<file path="config.mk">
export PLATFORM = sky130hd
export DESIGN_NAME = sm83_core
export DESIGN_NICKNAME = d
export VERILOG_FILES = /design/src/source/sm83_pkg.sv /design/src/source/instr_intake.sv /design/src/source/reg_file.sv /design/src/source/sm83_alu.sv /design/src/source/sm83_execute.sv /design/src/source/result_port.sv /design/src/source/sm83_core.sv
export VERILOG_INCLUDE_DIRS = /design/src /design/src/source
export SDC_FILE = /design/constraint.sdc
export NUM_CORES = 1
export LEC_CHECK = 0
export ABC_AREA = 1
export ABC_CLOCK_PERIOD_IN_PS = 6550
export BUFFER_PORTS_ARGS = -buffer_cell sky130_fd_sc_hd__buf_2
export CAP_MARGIN = 5
export CORE_MARGIN = 2
export CORE_UTILIZATION = 55
export CTS_BUF_LIST = sky130_fd_sc_hd__clkbuf_8
export DETAILED_ROUTE_END_ITERATION = 8
export GPL_ROUTABILITY_DRIVEN = 0
export PLACE_DENSITY = 0.8
export SYNTH_ARGS = -nofsm -noshare
export SYNTH_HDL_FRONTEND = slang
export SYNTH_SLANG_ARGS = --single-unit
</file>
<file path="constraint.sdc">
create_clock -name clock -period 6.55 [get_ports clock]
set_input_delay 0.655 -clock clock [delete_from_list [all_inputs] [get_ports clock]]
set_output_delay 0.655 -clock clock [all_outputs]
set_load 0.02 [all_outputs]
</file>
<file path="src/source/sm83_params.svh">
`ifndef SM83_PARAMS_SVH
`define SM83_PARAMS_SVH

// Datapath widths
`define SM83_DATA_W     8
`define SM83_REG_IDX_W  3

// Register indices as encoded in the opcode fields
`define SM83_REG_A       3'd7
`define SM83_REG_HL_IND  3'd6   // (HL) operand slot

// Opcode bits 7:6
`define SM83_GRP_MISC     2'd0
`define SM83_GRP_LD       2'd1
`define SM83_GRP_ALU_R    2'd2
`define SM83_GRP_ALU_IMM  2'd3

// ALU operation, opcode bits 5:3
`define SM83_OP_ADD  3'd0
`define SM83_OP_ADC  3'd1
`define SM83_OP_SUB  3'd2
`define SM83_OP_SBC  3'd3
`define SM83_OP_AND  3'd4
`define SM83_OP_XOR  3'd5
`define SM83_OP_OR   3'd6
`define SM83_OP_CP   3'd7

`define SM83_OPC_HALT  8'h76

// Z N H C
`define SM83_FLAGS_RESET  4'b1000

`endif

</file>
<file path="src/source/sm83_pkg.sv">
`default_nettype none

`include "sm83_params.svh"

package sm83_pkg;

    typedef logic [`SM83_DATA_W-1:0]    byte_t;
    typedef logic [`SM83_REG_IDX_W-1:0] reg_idx_t;
    typedef logic [2:0]                 alu_op_t;
    typedef logic [3:0]                 flags_t;   // Z N H C

    typedef enum logic [1:0] {
        HS_IDLE,
        HS_REQ,
        HS_RELEASE
    } hs_state_t;

    typedef enum logic {
        RX_IDLE,
        RX_ACK
    } rx_state_t;

endpackage

`default_nettype wire

</file>
<file path="src/source/instr_intake.sv">
`default_nettype none
`timescale 1ns/1ps

module instr_intake
    import sm83_pkg::*;
(
    input  logic  clock,
    input  logic  rst_n,
    input  logic  in_req,
    input  byte_t in_opcode,
    input  byte_t in_imm,
    output logic  in_ack,
    input  logic  inst_take,
    output logic  inst_valid,
    output byte_t inst_opcode,
    output byte_t inst_imm
);

    rx_state_t rx_state;
    logic      buf_full;
    byte_t     opcode_buf;
    byte_t     imm_buf;
    logic      capture;

    // New request accepted only with room in the buffer
    assign capture = (rx_state == RX_IDLE) && in_req && !buf_full;

    always_ff @(posedge clock)
    begin
        if (!rst_n)
        begin
            rx_state <= RX_IDLE;
            buf_full <= 1'b0;
        end
        else
        begin
            case (rx_state)
                RX_IDLE:
                begin
                    if (capture)
                        rx_state <= RX_ACK;
                end
                RX_ACK:
                begin
                    if (!in_req)
                        rx_state <= RX_IDLE;   // Host released, drop ack
                end
                default: rx_state <= RX_IDLE;
            endcase

            if (inst_take)
                buf_full <= 1'b0;
            else if (capture)
                buf_full <= 1'b1;
        end
    end

    always_ff @(posedge clock)
    begin
        if (capture)
        begin
            opcode_buf <= in_opcode;
            imm_buf    <= in_imm;
        end
    end

    assign in_ack      = (rx_state == RX_ACK);
    assign inst_valid  = buf_full;
    assign inst_opcode = opcode_buf;
    assign inst_imm    = imm_buf;

endmodule

`default_nettype wire

</file>
<file path="src/source/reg_file.sv">
`default_nettype none
`timescale 1ns/1ps

module reg_file
    import sm83_pkg::*;
(
    input  logic     clock,
    input  logic     rst_n,
    input  reg_idx_t rd_idx_a,
    input  reg_idx_t rd_idx_b,
    output byte_t    rd_data_a,
    output byte_t    rd_data_b,
    input  logic     wr_en,
    input  reg_idx_t wr_idx,
    input  byte_t    wr_data
);

    // B C D E H L (HL) A
    byte_t regs [0:7];

    always_ff @(posedge clock)
    begin
        if (!rst_n)
        begin
            regs <= '{default: '0};
        end
        else if (wr_en)
        begin
            regs[wr_idx] <= wr_data;
        end
    end

    // Reads see the old value during a write cycle
    assign rd_data_a = regs[rd_idx_a];
    assign rd_data_b = regs[rd_idx_b];

endmodule

`default_nettype wire

</file>
<file path="src/source/sm83_alu.sv">
`default_nettype none
`timescale 1ns/1ps

`include "sm83_params.svh"

module sm83_alu
    import sm83_pkg::*;
(
    input  byte_t   a,
    input  byte_t   b,
    input  logic    carry_in,
    input  alu_op_t op,
    output byte_t   result,
    output flags_t  flags
);

    logic       cin;
    logic [8:0] sum;
    logic [8:0] diff;
    logic [4:0] sum_lo;
    logic [4:0] diff_lo;
    byte_t      value;
    logic       n_flag;
    logic       h_flag;
    logic       c_flag;

    // Carry only feeds ADC and SBC
    assign cin = ((op == `SM83_OP_ADC) || (op == `SM83_OP_SBC)) ? carry_in : 1'b0;

    assign sum     = {1'b0, a} + {1'b0, b} + {8'd0, cin};
    assign diff    = {1'b0, a} - {1'b0, b} - {8'd0, cin};
    assign sum_lo  = {1'b0, a[3:0]} + {1'b0, b[3:0]} + {4'd0, cin};   // Bit 4 is half carry
    assign diff_lo = {1'b0, a[3:0]} - {1'b0, b[3:0]} - {4'd0, cin};   // Bit 4 is half borrow

    always_comb
    begin
        value  = sum[7:0];
        n_flag = 1'b0;
        h_flag = 1'b0;
        c_flag = 1'b0;
        case (op)
            `SM83_OP_ADD, `SM83_OP_ADC:
            begin
                value  = sum[7:0];
                h_flag = sum_lo[4];
                c_flag = sum[8];
            end
            `SM83_OP_SUB, `SM83_OP_SBC, `SM83_OP_CP:
            begin
                value  = diff[7:0];
                n_flag = 1'b1;
                h_flag = diff_lo[4];
                c_flag = diff[8];
            end
            `SM83_OP_AND:
            begin
                value  = a & b;
                h_flag = 1'b1;
            end
            `SM83_OP_XOR:
            begin
                value = a ^ b;
            end
            `SM83_OP_OR:
            begin
                value = a | b;
            end
        endcase
    end

    // CP keeps A, but Z still comes from the difference
    assign result = (op == `SM83_OP_CP) ? a : value;
    assign flags  = {(value == 8'd0), n_flag, h_flag, c_flag};

endmodule

`default_nettype wire

</file>
<file path="src/source/sm83_execute.sv">
`default_nettype none
`timescale 1ns/1ps

`include "sm83_params.svh"

module sm83_execute
    import sm83_pkg::*;
(
    input  logic   clock,
    input  logic   rst_n,
    input  logic   inst_valid,
    input  byte_t  inst_opcode,
    input  byte_t  inst_imm,
    output logic   inst_take,
    input  logic   slot_full,
    output logic   result_load,
    output byte_t  result_data,
    output flags_t result_flags
);

    logic [1:0] op_group;
    reg_idx_t   dst_idx;
    reg_idx_t   src_idx;
    alu_op_t    alu_op;
    logic       is_ld_imm;
    logic       is_ld_reg;
    logic       is_alu_reg;
    logic       is_alu_imm;
    logic       is_alu;
    logic       fire;
    logic       wr_en;
    reg_idx_t   wr_idx;
    byte_t      a_data;
    byte_t      src_data;
    byte_t      alu_b;
    byte_t      alu_result;
    flags_t     alu_flags;
    flags_t     flag_q;

    assign op_group = inst_opcode[7:6];
    assign dst_idx  = inst_opcode[5:3];
    assign src_idx  = inst_opcode[2:0];
    assign alu_op   = inst_opcode[5:3];

    // Instruction classes, everything else is a no-op
    assign is_ld_imm  = (op_group == `SM83_GRP_MISC) && (src_idx == `SM83_REG_HL_IND)
                        && (dst_idx != `SM83_REG_HL_IND);
    assign is_ld_reg  = (op_group == `SM83_GRP_LD) && (dst_idx != `SM83_REG_HL_IND)
                        && (src_idx != `SM83_REG_HL_IND) && (inst_opcode != `SM83_OPC_HALT);
    assign is_alu_reg = (op_group == `SM83_GRP_ALU_R) && (src_idx != `SM83_REG_HL_IND);
    assign is_alu_imm = (op_group == `SM83_GRP_ALU_IMM) && (src_idx == `SM83_REG_HL_IND);
    assign is_alu     = is_alu_reg || is_alu_imm;

    // Execute as soon as the result slot can take the outcome
    assign fire        = inst_valid && !slot_full;
    assign inst_take   = fire;
    assign result_load = fire;

    reg_file u_reg_file (
        .clock     (clock),
        .rst_n     (rst_n),
        .rd_idx_a  (`SM83_REG_A),
        .rd_idx_b  (src_idx),
        .rd_data_a (a_data),
        .rd_data_b (src_data),
        .wr_en     (wr_en),
        .wr_idx    (wr_idx),
        .wr_data   (result_data)
    );

    assign alu_b = is_alu_imm ? inst_imm : src_data;

    sm83_alu u_alu (
        .a        (a_data),
        .b        (alu_b),
        .carry_in (flag_q[0]),
        .op       (alu_op),
        .result   (alu_result),
        .flags    (alu_flags)
    );

    // CP only touches the flags
    assign wr_en  = fire && (is_ld_imm || is_ld_reg || (is_alu && (alu_op != `SM83_OP_CP)));
    assign wr_idx = is_alu ? `SM83_REG_A : dst_idx;

    always_comb
    begin
        if (is_ld_imm)
            result_data = inst_imm;
        else if (is_ld_reg)
            result_data = src_data;
        else if (is_alu)
            result_data = alu_result;   // A itself for CP
        else
            result_data = a_data;
    end

    assign result_flags = is_alu ? alu_flags : flag_q;

    always_ff @(posedge clock)
    begin
        if (!rst_n)
            flag_q <= `SM83_FLAGS_RESET;
        else if (fire && is_alu)
            flag_q <= alu_flags;
    end

endmodule

`default_nettype wire

</file>
<file path="src/source/result_port.sv">
`default_nettype none
`timescale 1ns/1ps

module result_port
    import sm83_pkg::*;
(
    input  logic   clock,
    input  logic   rst_n,
    input  logic   result_load,
    input  byte_t  result_data,
    input  flags_t result_flags,
    output logic   slot_full,
    output logic   out_req,
    input  logic   out_ack,
    output byte_t  out_data,
    output flags_t out_flags
);

    hs_state_t hs_state;
    byte_t     data_q;
    flags_t    flags_q;

    always_ff @(posedge clock)
    begin
        if (!rst_n)
        begin
            hs_state <= HS_IDLE;
        end
        else
        begin
            case (hs_state)
                HS_IDLE:
                begin
                    if (result_load)
                        hs_state <= HS_REQ;
                end
                HS_REQ:
                begin
                    if (out_ack)
                        hs_state <= HS_RELEASE;   // Consumer has the data
                end
                HS_RELEASE:
                begin
                    if (!out_ack)
                        hs_state <= HS_IDLE;
                end
                default: hs_state <= HS_IDLE;
            endcase
        end
    end

    // Payload held until the next load
    always_ff @(posedge clock)
    begin
        if (result_load && (hs_state == HS_IDLE))
        begin
            data_q  <= result_data;
            flags_q <= result_flags;
        end
    end

    assign slot_full = (hs_state != HS_IDLE);
    assign out_req   = (hs_state == HS_REQ);
    assign out_data  = data_q;
    assign out_flags = flags_q;

endmodule

`default_nettype wire

</file>
<file path="src/source/sm83_core.sv">
`default_nettype none
`timescale 1ns/1ps

module sm83_core (
    input  logic           clock,
    input  logic           rst_n,
    input  logic           in_req,
    input  sm83_pkg::byte_t in_opcode,
    input  sm83_pkg::byte_t in_imm,
    output logic           in_ack,
    output logic           out_req,
    input  logic           out_ack,
    output sm83_pkg::byte_t out_data,
    output sm83_pkg::byte_t out_flags
);

    logic            inst_valid;
    logic            inst_take;
    sm83_pkg::byte_t inst_opcode;
    sm83_pkg::byte_t inst_imm;
    logic            slot_full;
    logic            result_load;
    sm83_pkg::byte_t result_data;
    logic [3:0]      result_flags;
    logic [3:0]      port_flags;

    instr_intake u_intake (
        .clock       (clock),
        .rst_n       (rst_n),
        .in_req      (in_req),
        .in_opcode   (in_opcode),
        .in_imm      (in_imm),
        .in_ack      (in_ack),
        .inst_take   (inst_take),
        .inst_valid  (inst_valid),
        .inst_opcode (inst_opcode),
        .inst_imm    (inst_imm)
    );

    sm83_execute u_execute (
        .clock        (clock),
        .rst_n        (rst_n),
        .inst_valid   (inst_valid),
        .inst_opcode  (inst_opcode),
        .inst_imm     (inst_imm),
        .inst_take    (inst_take),
        .slot_full    (slot_full),
        .result_load  (result_load),
        .result_data  (result_data),
        .result_flags (result_flags)
    );

    result_port u_result (
        .clock        (clock),
        .rst_n        (rst_n),
        .result_load  (result_load),
        .result_data  (result_data),
        .result_flags (result_flags),
        .slot_full    (slot_full),
        .out_req      (out_req),
        .out_ack      (out_ack),
        .out_data     (out_data),
        .out_flags    (port_flags)
    );

    // Flag byte, ZNHC in the upper nibble
    assign out_flags = {port_flags, 4'b0000};

endmodule

`default_nettype wire

</file>
==> impl_metrics.env, run 1 <==
export IMPL_power_leakage_nw=2.79
export IMPL_clk_pin_slew_ps=100
export IMPL_reg2regPathDepth=25
export IMPL_antenna_found_initial=0
export IMPL_die_area_um2=11300
export IMPL_outcome="completed"
export IMPL_synth_edff_count=28
export IMPL_critPathKind="flop to flop"
export IMPL_netlist_area_um2=5750
export IMPL_grt_max_degree=68
export IMPL_required_ps=6680
export IMPL_wire_per_inst_um=15.4
export IMPL_hp_class="flop to flop"
export IMPL_grt_pass1_vias=5103
export IMPL_fill_cells=909
export IMPL_globalRouteOverflowTotal=0
export IMPL_syn2layout_area_growth_pct=6.03
export IMPL_holdBufCountCts=0
export IMPL_r2r_start="u_intake.inst_opcode[0]"
export IMPL_route_detailed_drc=0
export IMPL_hold_end="u_execute.u_reg_file.regs[11]"
export IMPL_cp_start_kind="flop"
export IMPL_max_stage_delay_ps=440
export IMPL_cp_end_kind="flop"
export IMPL_finalSetupTns_ps=0
export IMPL_die_h_um=106
export IMPL_place_hpwl_um=10000
export IMPL_clockBufferDepth=2
export IMPL_n_antenna_cell=0
export IMPL_nets=820
export IMPL_track_usage=0.259
export IMPL_ys_async_sr_fraction=0
export IMPL_yosysTopAreaCell="dfxtp_1"
export IMPL_place_port_buffers=33
export IMPL_crit_arrival_ps=4660
export IMPL_whs_path_depth=2
export IMPL_rsz0062_at_grt="no"
export IMPL_syn_avg_cell_area_um2=7.68
export IMPL_drv_slew=0
export IMPL_p_total_mw=1.44
export IMPL_tightest_slew_ps=1040
export IMPL_worstHoldStart="u_execute.u_reg_file.regs[11]"
export IMPL_cts_buffers_inserted=9
export IMPL_synth_distinct_cells=47
export IMPL_worst_path_max_delay_cell="o21ai_0"
export IMPL_cts_resized=0
export IMPL_ios=38
export IMPL_syn_inst=748
export IMPL_crit_family="buffers and inverters"
export IMPL_seq_area_frac_synth=0.397
export IMPL_relSlewSlack=0.308
export IMPL_cts_tree="done"
export IMPL_max_freq_ghz=0.221
export IMPL_fp_row_count=37
export IMPL_drt_pre_antenna_iters=5
export IMPL_skew_ps=15.1
export IMPL_placed_area_um2=5920
export IMPL_cts_htree_levels=3
export IMPL_min_period_ps=4530
export IMPL_chipWidth_um=106
export IMPL_drt_iter0_markers=445
export IMPL_core_um2=10200
export IMPL_start_util=0.562
export IMPL_path_common_cell="nand2_1"
export IMPL_synthFlopType="dfxtp_1"
export IMPL_post_route_util=0.596
export IMPL_setup_viol=0
export IMPL_ir_drop_mv=0.145
export IMPL_vias_per_cell=5.81
export IMPL_grt_pass1_wl_um=23400
export IMPL_cap_violations=0
export IMPL_netlist_top_cells_area="dfxtp_1 (25%), edfxtp_1 (15%), o21ai_0 (8.9%)"
export IMPL_hold_viol_final=0
export IMPL_power_per_cell_area_nw_per_um2=236
export IMPL_root_buffer="clkbuf_8"
export IMPL_post_cts_buffers=0
export IMPL_yosys_warnings=0
export IMPL_wl_um=14000
export IMPL_synth_top_area_frac=0.251
export IMPL_rrSetupSlack_ps=2020
export IMPL_path_max_fanout=33
export IMPL_ys_ff_latch=100
export IMPL_cp_num_buf_inv=8
export IMPL_final_layout_size_suffix_gt1_frac=0.111
export IMPL_postRouteAntennaNets=0
export IMPL_min_period_over_period=0.691
export IMPL_clock_latency_ps=380
export IMPL_cts_sinks=100
export IMPL_r2r_end="u_result.out_data[4]"
export IMPL_final_cell_area_um2=6090
export IMPL_dr_total_vias=5271
[metrics by stage]
stage | std cells | setup slack [ps] | hold WS, ps
3_5_place_dp | 892 | 2110 | 423
6_report | 908 | 2020 | 435
2_1_floorplan | 751 | 2940 | 404
4_1_cts | 908 | 2090 | 431
5_1_grt | 908 | 1500 | 423
3_3_place_gp | 892 | 2270 | 422
[sequential cells by signal, indices dropped and copies added, names as in the netlist]
register                   count
u_execute.u_reg_file.regs     64
u_intake.inst_imm              8
u_intake.inst_opcode           8
u_result.out_data              8
u_execute.flag_q               4
u_result.out_flags             4
u_result.hs_state              2
u_intake.in_ack                1
u_intake.inst_valid            1
[cells in the mapped netlist (3+ instances only)]
cell      instances
o21ai_1          12
buf_4             4
nand4_1           5
nand2_1         126
nor3_4            5
nor2_1           58
buf_6             8
a21oi_1          87
o21ai_2           5
dfxtp_1          72
nor3_1            5
o22ai_1           8
ha_1             31
o221ai_1         11
or2_2             8
inv_1            91
nand2_4           3
edfxtp_1         28
o211ai_1          3
nand3_1          24
o21ai_0         102
inv_2             4
clkbuf_1         17
[worst max-delay path by stage]
| stage | slack, ps | from | endpoint | cells past startpoint |
|---|---|---|---|---|
| 2_1_floorplan | 2940 | u_intake.inst_opcode[1] | u_result.out_data[4] | 26 |
| 3_3_place_gp | 2270 | u_intake.inst_opcode[0] | u_result.out_data[4] | 25 |
| 3_5_place_dp | 2110 | u_intake.inst_opcode[0] | u_result.out_data[4] | 25 |
| 4_1_cts | 2090 | u_intake.inst_opcode[0] | u_result.out_data[4] | 25 |
| 5_1_grt | 1500 | u_intake.inst_opcode[0] | u_result.out_data[4] | 25 |
| 6_report | 2020 | u_intake.inst_opcode[0] | u_result.out_data[4] | 25 |
[cell usage in the layout (no fill, tap or decap), types with 2 or more instances in the layout]
cell / instances
buf_4: 3
conb_1: 4
nand2_4: 3
nor3_4: 5
inv_1: 92
clkbuf_8: 9
nor3_1: 5
inv_6: 2
o211ai_1: 3
o221ai_1: 11
nor2_2: 2
o21ai_0: 102
nand4_1: 5
fa_1: 2
inv_2: 4
xor2_1: 2
edfxtp_1: 28
o21ai_1: 12
nand3_2: 2
o22ai_1: 8
clkinv_1: 3
nand3_1: 24
ha_1: 31
o21bai_1: 2
or2_2: 8
and2_1: 2
dfxtp_1: 72
o21ai_2: 5
buf_2: 33
nand2_1: 126
nor2_1: 58
a21oi_1: 87
[cell type report]
class | count | area (um^2) | share of cell area
multi-input combinational | 522 | 2910 | 0.477
timing repair buffer | 36 | 188 | 0.0308
sequential | 100 | 2280 | 0.374
tap | 136 | 170 | 0.0279
clock buffer | 9 | 124 | 0.0203
inverter | 98 | 373 | 0.0612
clock inverter | 7 | 50.0 | 0.00821
[worst register-to-register path: cells and delay by family, from the launching register on]
family                   cells  cell delay [ps]
AO/OA/AOI/OAI                4             1100
XOR/XNOR                     1              110
adder cells (fa/ha/maj)      2              500
buffers and inverters        8             1160
flip-flops                   1              370
AND/OR/NAND/NOR             10             1050
[logic make-up after synthesis]
group | share of synthesized area
and+or+nand+nor | 0.197
AOI/OAI and AO/OA | 0.227
buffers and inverters | 0.0999
DFF | 0.397
adders and majority gates | 0.0744
xor gates and xnor gates | 0.00457
other | 0.000652
[where the power goes]
| part | internal [mW] | switching (mW) | total [mW] |
|---|---|---|---|
| combinational | 0.122 | 0.266 | 0.388 |
| clock | 0.140 | 0.221 | 0.361 |
| sequential | 0.666 | 0.0206 | 0.687 |
[routing by layer]
layer | GRT usage | wire (um)
met1 | 0.324 | 5840
met2 | 0.428 | 6690
met3 | 0.0466 | 996
met4 | 0.135 | 421
met5 | 0 | 0
Note: power is estimated with default switching activity, not from simulation.
==> run 2, diff against run 1 <==
--- a/config.mk
+++ b/config.mk
@@ -7,7 +7,7 @@
 export NUM_CORES = 1
 export LEC_CHECK = 0
 export ABC_AREA = 1
-export ABC_CLOCK_PERIOD_IN_PS = 6550
+export ABC_CLOCK_PERIOD_IN_PS = 4019
 export BUFFER_PORTS_ARGS = -buffer_cell sky130_fd_sc_hd__buf_2
 export CAP_MARGIN = 5
 export CORE_MARGIN = 2
@@ -15,7 +15,7 @@
 export CTS_BUF_LIST = sky130_fd_sc_hd__clkbuf_8
 export DETAILED_ROUTE_END_ITERATION = 8
 export GPL_ROUTABILITY_DRIVEN = 0
-export PLACE_DENSITY = 0.8
+export PLACE_DENSITY = 0.83
 export SYNTH_ARGS = -nofsm -noshare
 export SYNTH_HDL_FRONTEND = slang
 export SYNTH_SLANG_ARGS = --single-unit
==> constraint.sdc (replaced) <==
create_clock -name clock -period 4.02 [get_ports clock]
set_input_delay 0.402 -clock clock [delete_from_list [all_inputs] [get_ports clock]]
set_output_delay 0.402 -clock clock [all_outputs]
set_load 0.02 [all_outputs]
==> run 2 against run 1 <==
Clock-buffer cell count did not move. Sequential share of layout area fell by 0.81 points. Die area did not move. Final cell count rose by 1.1%. Sequential cell count did not move. Worst setup slack got worse by 1700 ps. Critical path depth fell by 6. Utilization rose by 1.3 points. Sequential power rose by 63%. Critical path type unchanged.
==> impl_metrics.env, run 2 (synthesized netlist as in run 1, its figures left out) <==
export IMPL_outcome="completed"
export IMPL_max_freq_ghz=0.270
export IMPL_reg2regPathDepth=19
export IMPL_ir_drop_mv=0.196
export IMPL_whs_path_depth=1
export IMPL_final_cell_area_um2=6230
export IMPL_die_h_um=106
export IMPL_setup_ws_ps=321
export IMPL_nets=830
export IMPL_drt_iter0_markers=569
export IMPL_path_max_fanout=32
export IMPL_power_per_cell_area_nw_per_um2=395
export IMPL_core_um2=10200
export IMPL_path_common_cell="nand2_1"
export IMPL_chipWidth_um=106
export IMPL_fin_cells=918
export IMPL_grt_max_degree=68
export IMPL_r2r_start="u_intake.inst_opcode[0]"
export IMPL_cp_start_kind="flop"
export IMPL_final_cell_mix="nand2_1 (123), o21ai_0 (99), inv_1 (91), a21oi_1 (87), dfxtp_1 (72)"
export IMPL_clk_pin_slew_ps=110
export IMPL_final_layout_size_suffix_gt1_frac=0.134
export IMPL_setup_viol=0
export IMPL_placed_area_um2=5980
export IMPL_cap_violations=0
export IMPL_hp_class="primary input to flop"
export IMPL_drt_pre_antenna_iters=5
export IMPL_ios=38
export IMPL_final_common_cell="nand2_1"
export IMPL_cts_tree="done"
export IMPL_root_buffer="clkbuf_8"
export IMPL_clockBufferDepth=2
export IMPL_dp_cells=900
export IMPL_post_route_util=0.609
export IMPL_hold_end="u_intake.inst_imm[3]"
export IMPL_r2r_end="u_result.out_data[2]"
export IMPL_holdBufCountCts=0
export IMPL_route_detailed_drc=0
export IMPL_top_register="u_execute.u_reg_file.regs"
export IMPL_power_leakage_nw=2.87
export IMPL_cts_htree_levels=3
export IMPL_place_ws_ps=28.2
export IMPL_cp_num_buf_inv=3
export IMPL_drv_slew=0
export IMPL_vias_per_cell=5.84
export IMPL_grt_pass1_vias=4958
export IMPL_die_area_um2=11300
export IMPL_clock_latency_ps=390
export IMPL_worst_path_max_delay_cell="fa_1"
export IMPL_syn2layout_area_growth_pct=8.38
export IMPL_cp_end_kind="flop"
export IMPL_rrSetupSlack_ps=320
export IMPL_min_period_over_period=0.920
export IMPL_crit_family="simple AND/OR/NAND/NOR gates"
export IMPL_hold_viol_final=0
export IMPL_largest_reg_flops=64
export IMPL_critPathKind="flop to flop"
export IMPL_cts_buffers_inserted=9
export IMPL_relSlewSlack=0.321
export IMPL_grt_pass1_wl_um=23300
export IMPL_worstHoldStart="in_imm[3]"
export IMPL_path_cells="buf_6 -> o21ai_0 -> o221ai_1 -> nand2_1 -> nand2_1 -> o21ai_2 -> ha_1 -> nand4_1 -> nand2_1 -> fa_1 -> xor2_1 -> inv_1 -> nor2_1 -> nor3_1 -> nand2_1 -> o211ai_1 -> nand2_1 -> o21ai_2 -> inv_1"
export IMPL_start_util=0.562
export IMPL_crit_arrival_ps=3840
export IMPL_cts_sinks=100
export IMPL_min_period_ps=3700
export IMPL_n_antenna_cell=0
export IMPL_required_ps=4160
export IMPL_place_port_buffers=33
export IMPL_globalRouteOverflowTotal=0
export IMPL_wl_um=14400
export IMPL_wire_per_inst_um=15.7
export IMPL_antenna_found_initial=0
export IMPL_place_hpwl_um=10500
export IMPL_tightest_slew_ps=1020
export IMPL_skew_ps=15.0
export IMPL_dr_total_vias=5364
export IMPL_fp_row_count=37
export IMPL_postRouteAntennaNets=0
export IMPL_track_usage=0.260
export IMPL_max_stage_delay_ps=450
[run 2: changes by cell type in the layout (fill, tap and decap cells not counted), moves of 3 or more]
cell / previous run / this run
nand2_1: 126 / 123
buf_4: 3 / 12
nand2_2: 1 / 4
o21ai_0: 102 / 99
o21ai_2: 5 / 9
[run 2: through the flow]
stage               TNS (ps)  total power, mW  hold WS (ps)
global placement           0             1.75           418
finish                     0             2.46           181
floorplan                  0             1.61           404
CTS                        0             2.44           177
detailed placement         0             1.77           422
global route           -35.8             2.59           175
[run 2: worst register-to-register path, cell delays in order (launching register included)]
cell      delay, ps
edfxtp_1        430
buf_6           260
o21ai_0         130
o221ai_1        210
nand2_1         120
nand2_1          90
o21ai_2          90
ha_1            320
nand4_1         130
nand2_1         120
fa_1            450
xor2_1          190
inv_1            70
nor2_1           40
nor3_1          290
nand2_1          90
o211ai_1         90
nand2_1          90
o21ai_2         160
inv_1            70
[run 2: power by group]
part | switching (mW) | internal (mW) | leakage (nW)
registers | 0.0319 | 1.09 | 0.846
logic | 0.448 | 0.212 | 1.91
clock network | 0.385 | 0.299 | 0.108
[run 2: worst max path at each step]
| stage | from | endpoint | slack (ps) | cells after the start |
|---|---|---|---|---|
| after detailed placement | u_intake.inst_opcode[0] | u_result.out_data[2] | 30 | 18 |
| after global placement | u_intake.inst_opcode[0] | u_result.out_data[4] | 130 | 24 |
| after floorplan | u_intake.inst_opcode[1] | u_result.out_data[4] | 410 | 26 |
| after global routing | u_intake.inst_opcode[0] | u_result.out_flags[3] | -20 | 24 |
| after CTS | u_intake.inst_opcode[0] | u_result.out_data[2] | 3 | 18 |
| final | u_intake.inst_opcode[0] | u_result.out_data[2] | 320 | 19 |
[run 2: per-layer routing]
layer / up-vias / track usage / part of all wire
met5: - / 0 / 0
li1: 2558 / - / -
met4: 0 / 0.0921 / 0.024
met3: 39 / 0.0687 / 0.099
met2: 309 / 0.418 / 0.47
met1: 2458 / 0.337 / 0.41
[run 2: timing repair]
action / in CTS / in global routing
endpoints found under the hold margin: 0 / 0
buffers inserted: 0 / 2
resized for setup: 0 / 13
endpoints found under the setup margin: 0 / 57
[run 2: area by class of cell]
| class | count | area, um^2 |
|---|---|---|
| fillers | 885 | 4000 |
| multi-input cells | 522 | 2930 |
| flip-flops and latches | 100 | 2280 |
| inverters | 98 | 375 |
| repair buffers | 46 | 267 |
| well taps | 136 | 170 |
| clock buffers | 9 | 124 |
| clock inverters | 7 | 81.3 |
==> run 3, diff against run 2 <==
--- a/config.mk
+++ b/config.mk
@@ -10,12 +10,14 @@
 export ABC_CLOCK_PERIOD_IN_PS = 4019
 export BUFFER_PORTS_ARGS = -buffer_cell sky130_fd_sc_hd__buf_2
 export CAP_MARGIN = 5
+export CELL_PAD_IN_SITES_DETAIL_PLACEMENT = 1
+export CELL_PAD_IN_SITES_GLOBAL_PLACEMENT = 2
 export CORE_MARGIN = 2
-export CORE_UTILIZATION = 55
+export CORE_UTILIZATION = 34
 export CTS_BUF_LIST = sky130_fd_sc_hd__clkbuf_8
 export DETAILED_ROUTE_END_ITERATION = 8
 export GPL_ROUTABILITY_DRIVEN = 0
-export PLACE_DENSITY = 0.83
+export PLACE_DENSITY = 0.86
 export SYNTH_ARGS = -nofsm -noshare
 export SYNTH_HDL_FRONTEND = slang
 export SYNTH_SLANG_ARGS = --single-unit
==> run 3 against run 2 <==
Critical path depth grew 7. First-iteration DRC count shrank 41%. Register-to-register slack got worse by 40 ps. Highest routed layer unchanged. Clock power is 9.6% lower.
==> impl_metrics.env, run 3 (synthesized netlist as in run 1, its figures left out) <==
export IMPL_grt_max_degree=64
export IMPL_cp_end_kind="flop"
export IMPL_clk_pin_slew_ps=100
export IMPL_power_per_cell_area_nw_per_um2=386
export IMPL_wire_per_inst_um=17.7
export IMPL_nets=840
export IMPL_min_period_ps=3740
export IMPL_start_util=0.347
export IMPL_holdWs_ps=181
export IMPL_path_common_cell="nand2_1"
export IMPL_route_detailed_drc=0
export IMPL_die_area_um2=18000
export IMPL_ir_drop_mv=0.161
export IMPL_drt_pre_antenna_iters=4
export IMPL_ios=38
export IMPL_cts_htree_levels=3
export IMPL_setup_viol=0
export IMPL_max_stage_delay_ps=440
export IMPL_largest_reg_flops=64
export IMPL_grt_pass1_wl_um=28700
export IMPL_grt_pass1_vias=5418
export IMPL_final_cell_mix="nand2_1 (126), o21ai_0 (95), inv_1 (90), a21oi_1 (86), dfxtp_1 (72)"
export IMPL_max_freq_ghz=0.268
export IMPL_dr_total_vias=5230
export IMPL_antenna_found_initial=0
export IMPL_final_cell_area_um2=6400
export IMPL_syn2layout_area_growth_pct=11.4
export IMPL_cts_buffers_inserted=9
export IMPL_min_period_over_period=0.930
export IMPL_core_um2=16600
export IMPL_fp_row_count=47
export IMPL_vias_per_cell=5.17
export IMPL_hold_viol_final=0
export IMPL_outcome="completed"
export IMPL_holdBufCountCts=0
export IMPL_track_usage=0.204
export IMPL_cts_sinks=100
export IMPL_path_max_fanout=12
export IMPL_cp_start_kind="flop"
export IMPL_crit_arrival_ps=4050
export IMPL_gr_max_usage_layer="met2"
export IMPL_required_ps=4340
export IMPL_postRouteAntennaNets=0
export IMPL_crit_family="simple AND/OR/NAND/NOR gates"
export IMPL_grt_util_met1=0.259
export IMPL_n_antenna_cell=0
export IMPL_wl_um=17900
export IMPL_place_port_buffers=33
export IMPL_critPathKind="flop to flop"
export IMPL_p_total_mw=2.47
export IMPL_use_met3=0.0299
export IMPL_cap_violations=0
export IMPL_chipWidth_um=134
export IMPL_tightest_slew_ps=1070
export IMPL_die_h_um=134
export IMPL_power_leakage_nw=2.90
export IMPL_worst_path_max_delay_cell="edfxtp_1"
export IMPL_skew_ps=12.0
export IMPL_hp_class="primary input to flop"
export IMPL_drt_iter0_markers=334
export IMPL_final_layout_size_suffix_gt1_frac=0.144
export IMPL_cp_num_buf_inv=7
export IMPL_final_common_cell="nand2_1"
export IMPL_clock_latency_ps=390
export IMPL_cts_tree="done"
export IMPL_relSlewSlack=0.285
export IMPL_top_register="u_execute.u_reg_file.regs"
export IMPL_place_hpwl_um=13400
export IMPL_use_met2=0.351
export IMPL_placed_area_um2=6170
export IMPL_clockBufferDepth=2
export IMPL_drv_slew=0
export IMPL_globalRouteOverflowTotal=0
export IMPL_root_buffer="clkbuf_8"
## run 3: per-stage QoR
stage	setup TNS, ps	instances	util	setup WS (ps)
after floorplan	0	751	-	410
after global placement	0	993	0.372	323
after detailed placement	0	993	0.372	199
after CTS	0	1009	0.383	173
after global routing	-152	1012	0.386	-38.7
final	0	1012	0.386	283
## run 3: where the power goes
| part | leakage, nW | total (mW) | switching (mW) | internal (mW) |
|---|---|---|---|---|
| Combinational | 1.96 | 0.734 | 0.490 | 0.244 |
| Clock | 0.0912 | 0.618 | 0.384 | 0.234 |
| Sequential | 0.846 | 1.12 | 0.0314 | 1.09 |
## run 3: final timing paths
path                                 start                       endpoint  slack (ps)  cells after the start
max                u_intake.inst_opcode[0]  u_execute.u_reg_file.regs[21]         280                     26
min                              in_imm[1]           u_intake.inst_imm[1]         180                      1
max reg2reg        u_intake.inst_opcode[0]  u_execute.u_reg_file.regs[21]         280                     26
min reg2reg  u_execute.u_reg_file.regs[15]  u_execute.u_reg_file.regs[15]         430                      2
## run 3: final cells by class
cell class / count / area [um^2]
Clock buffer: 9 / 124
Clock inverter: 7 / 57.6
Fill cell: 2085 / 10200
Inverter: 98 / 373
Multi-Input combinational cell: 522 / 2940
Sequential cell: 100 / 2280
Tap cell: 220 / 275
Timing Repair Buffer: 56 / 354
## run 3: what timing repair did
item                                    CTS  global route
buffers inserted                          0             3
endpoints found under the setup margin    0            51
resized for setup                         0            16
## run 3: metal layers
metal,vias to the layer above,share of wire
li1,2580,-
met1,2539,0.45
met2,77,0.49
met3,34,0.029
met4,0,0.030
met5,-,0
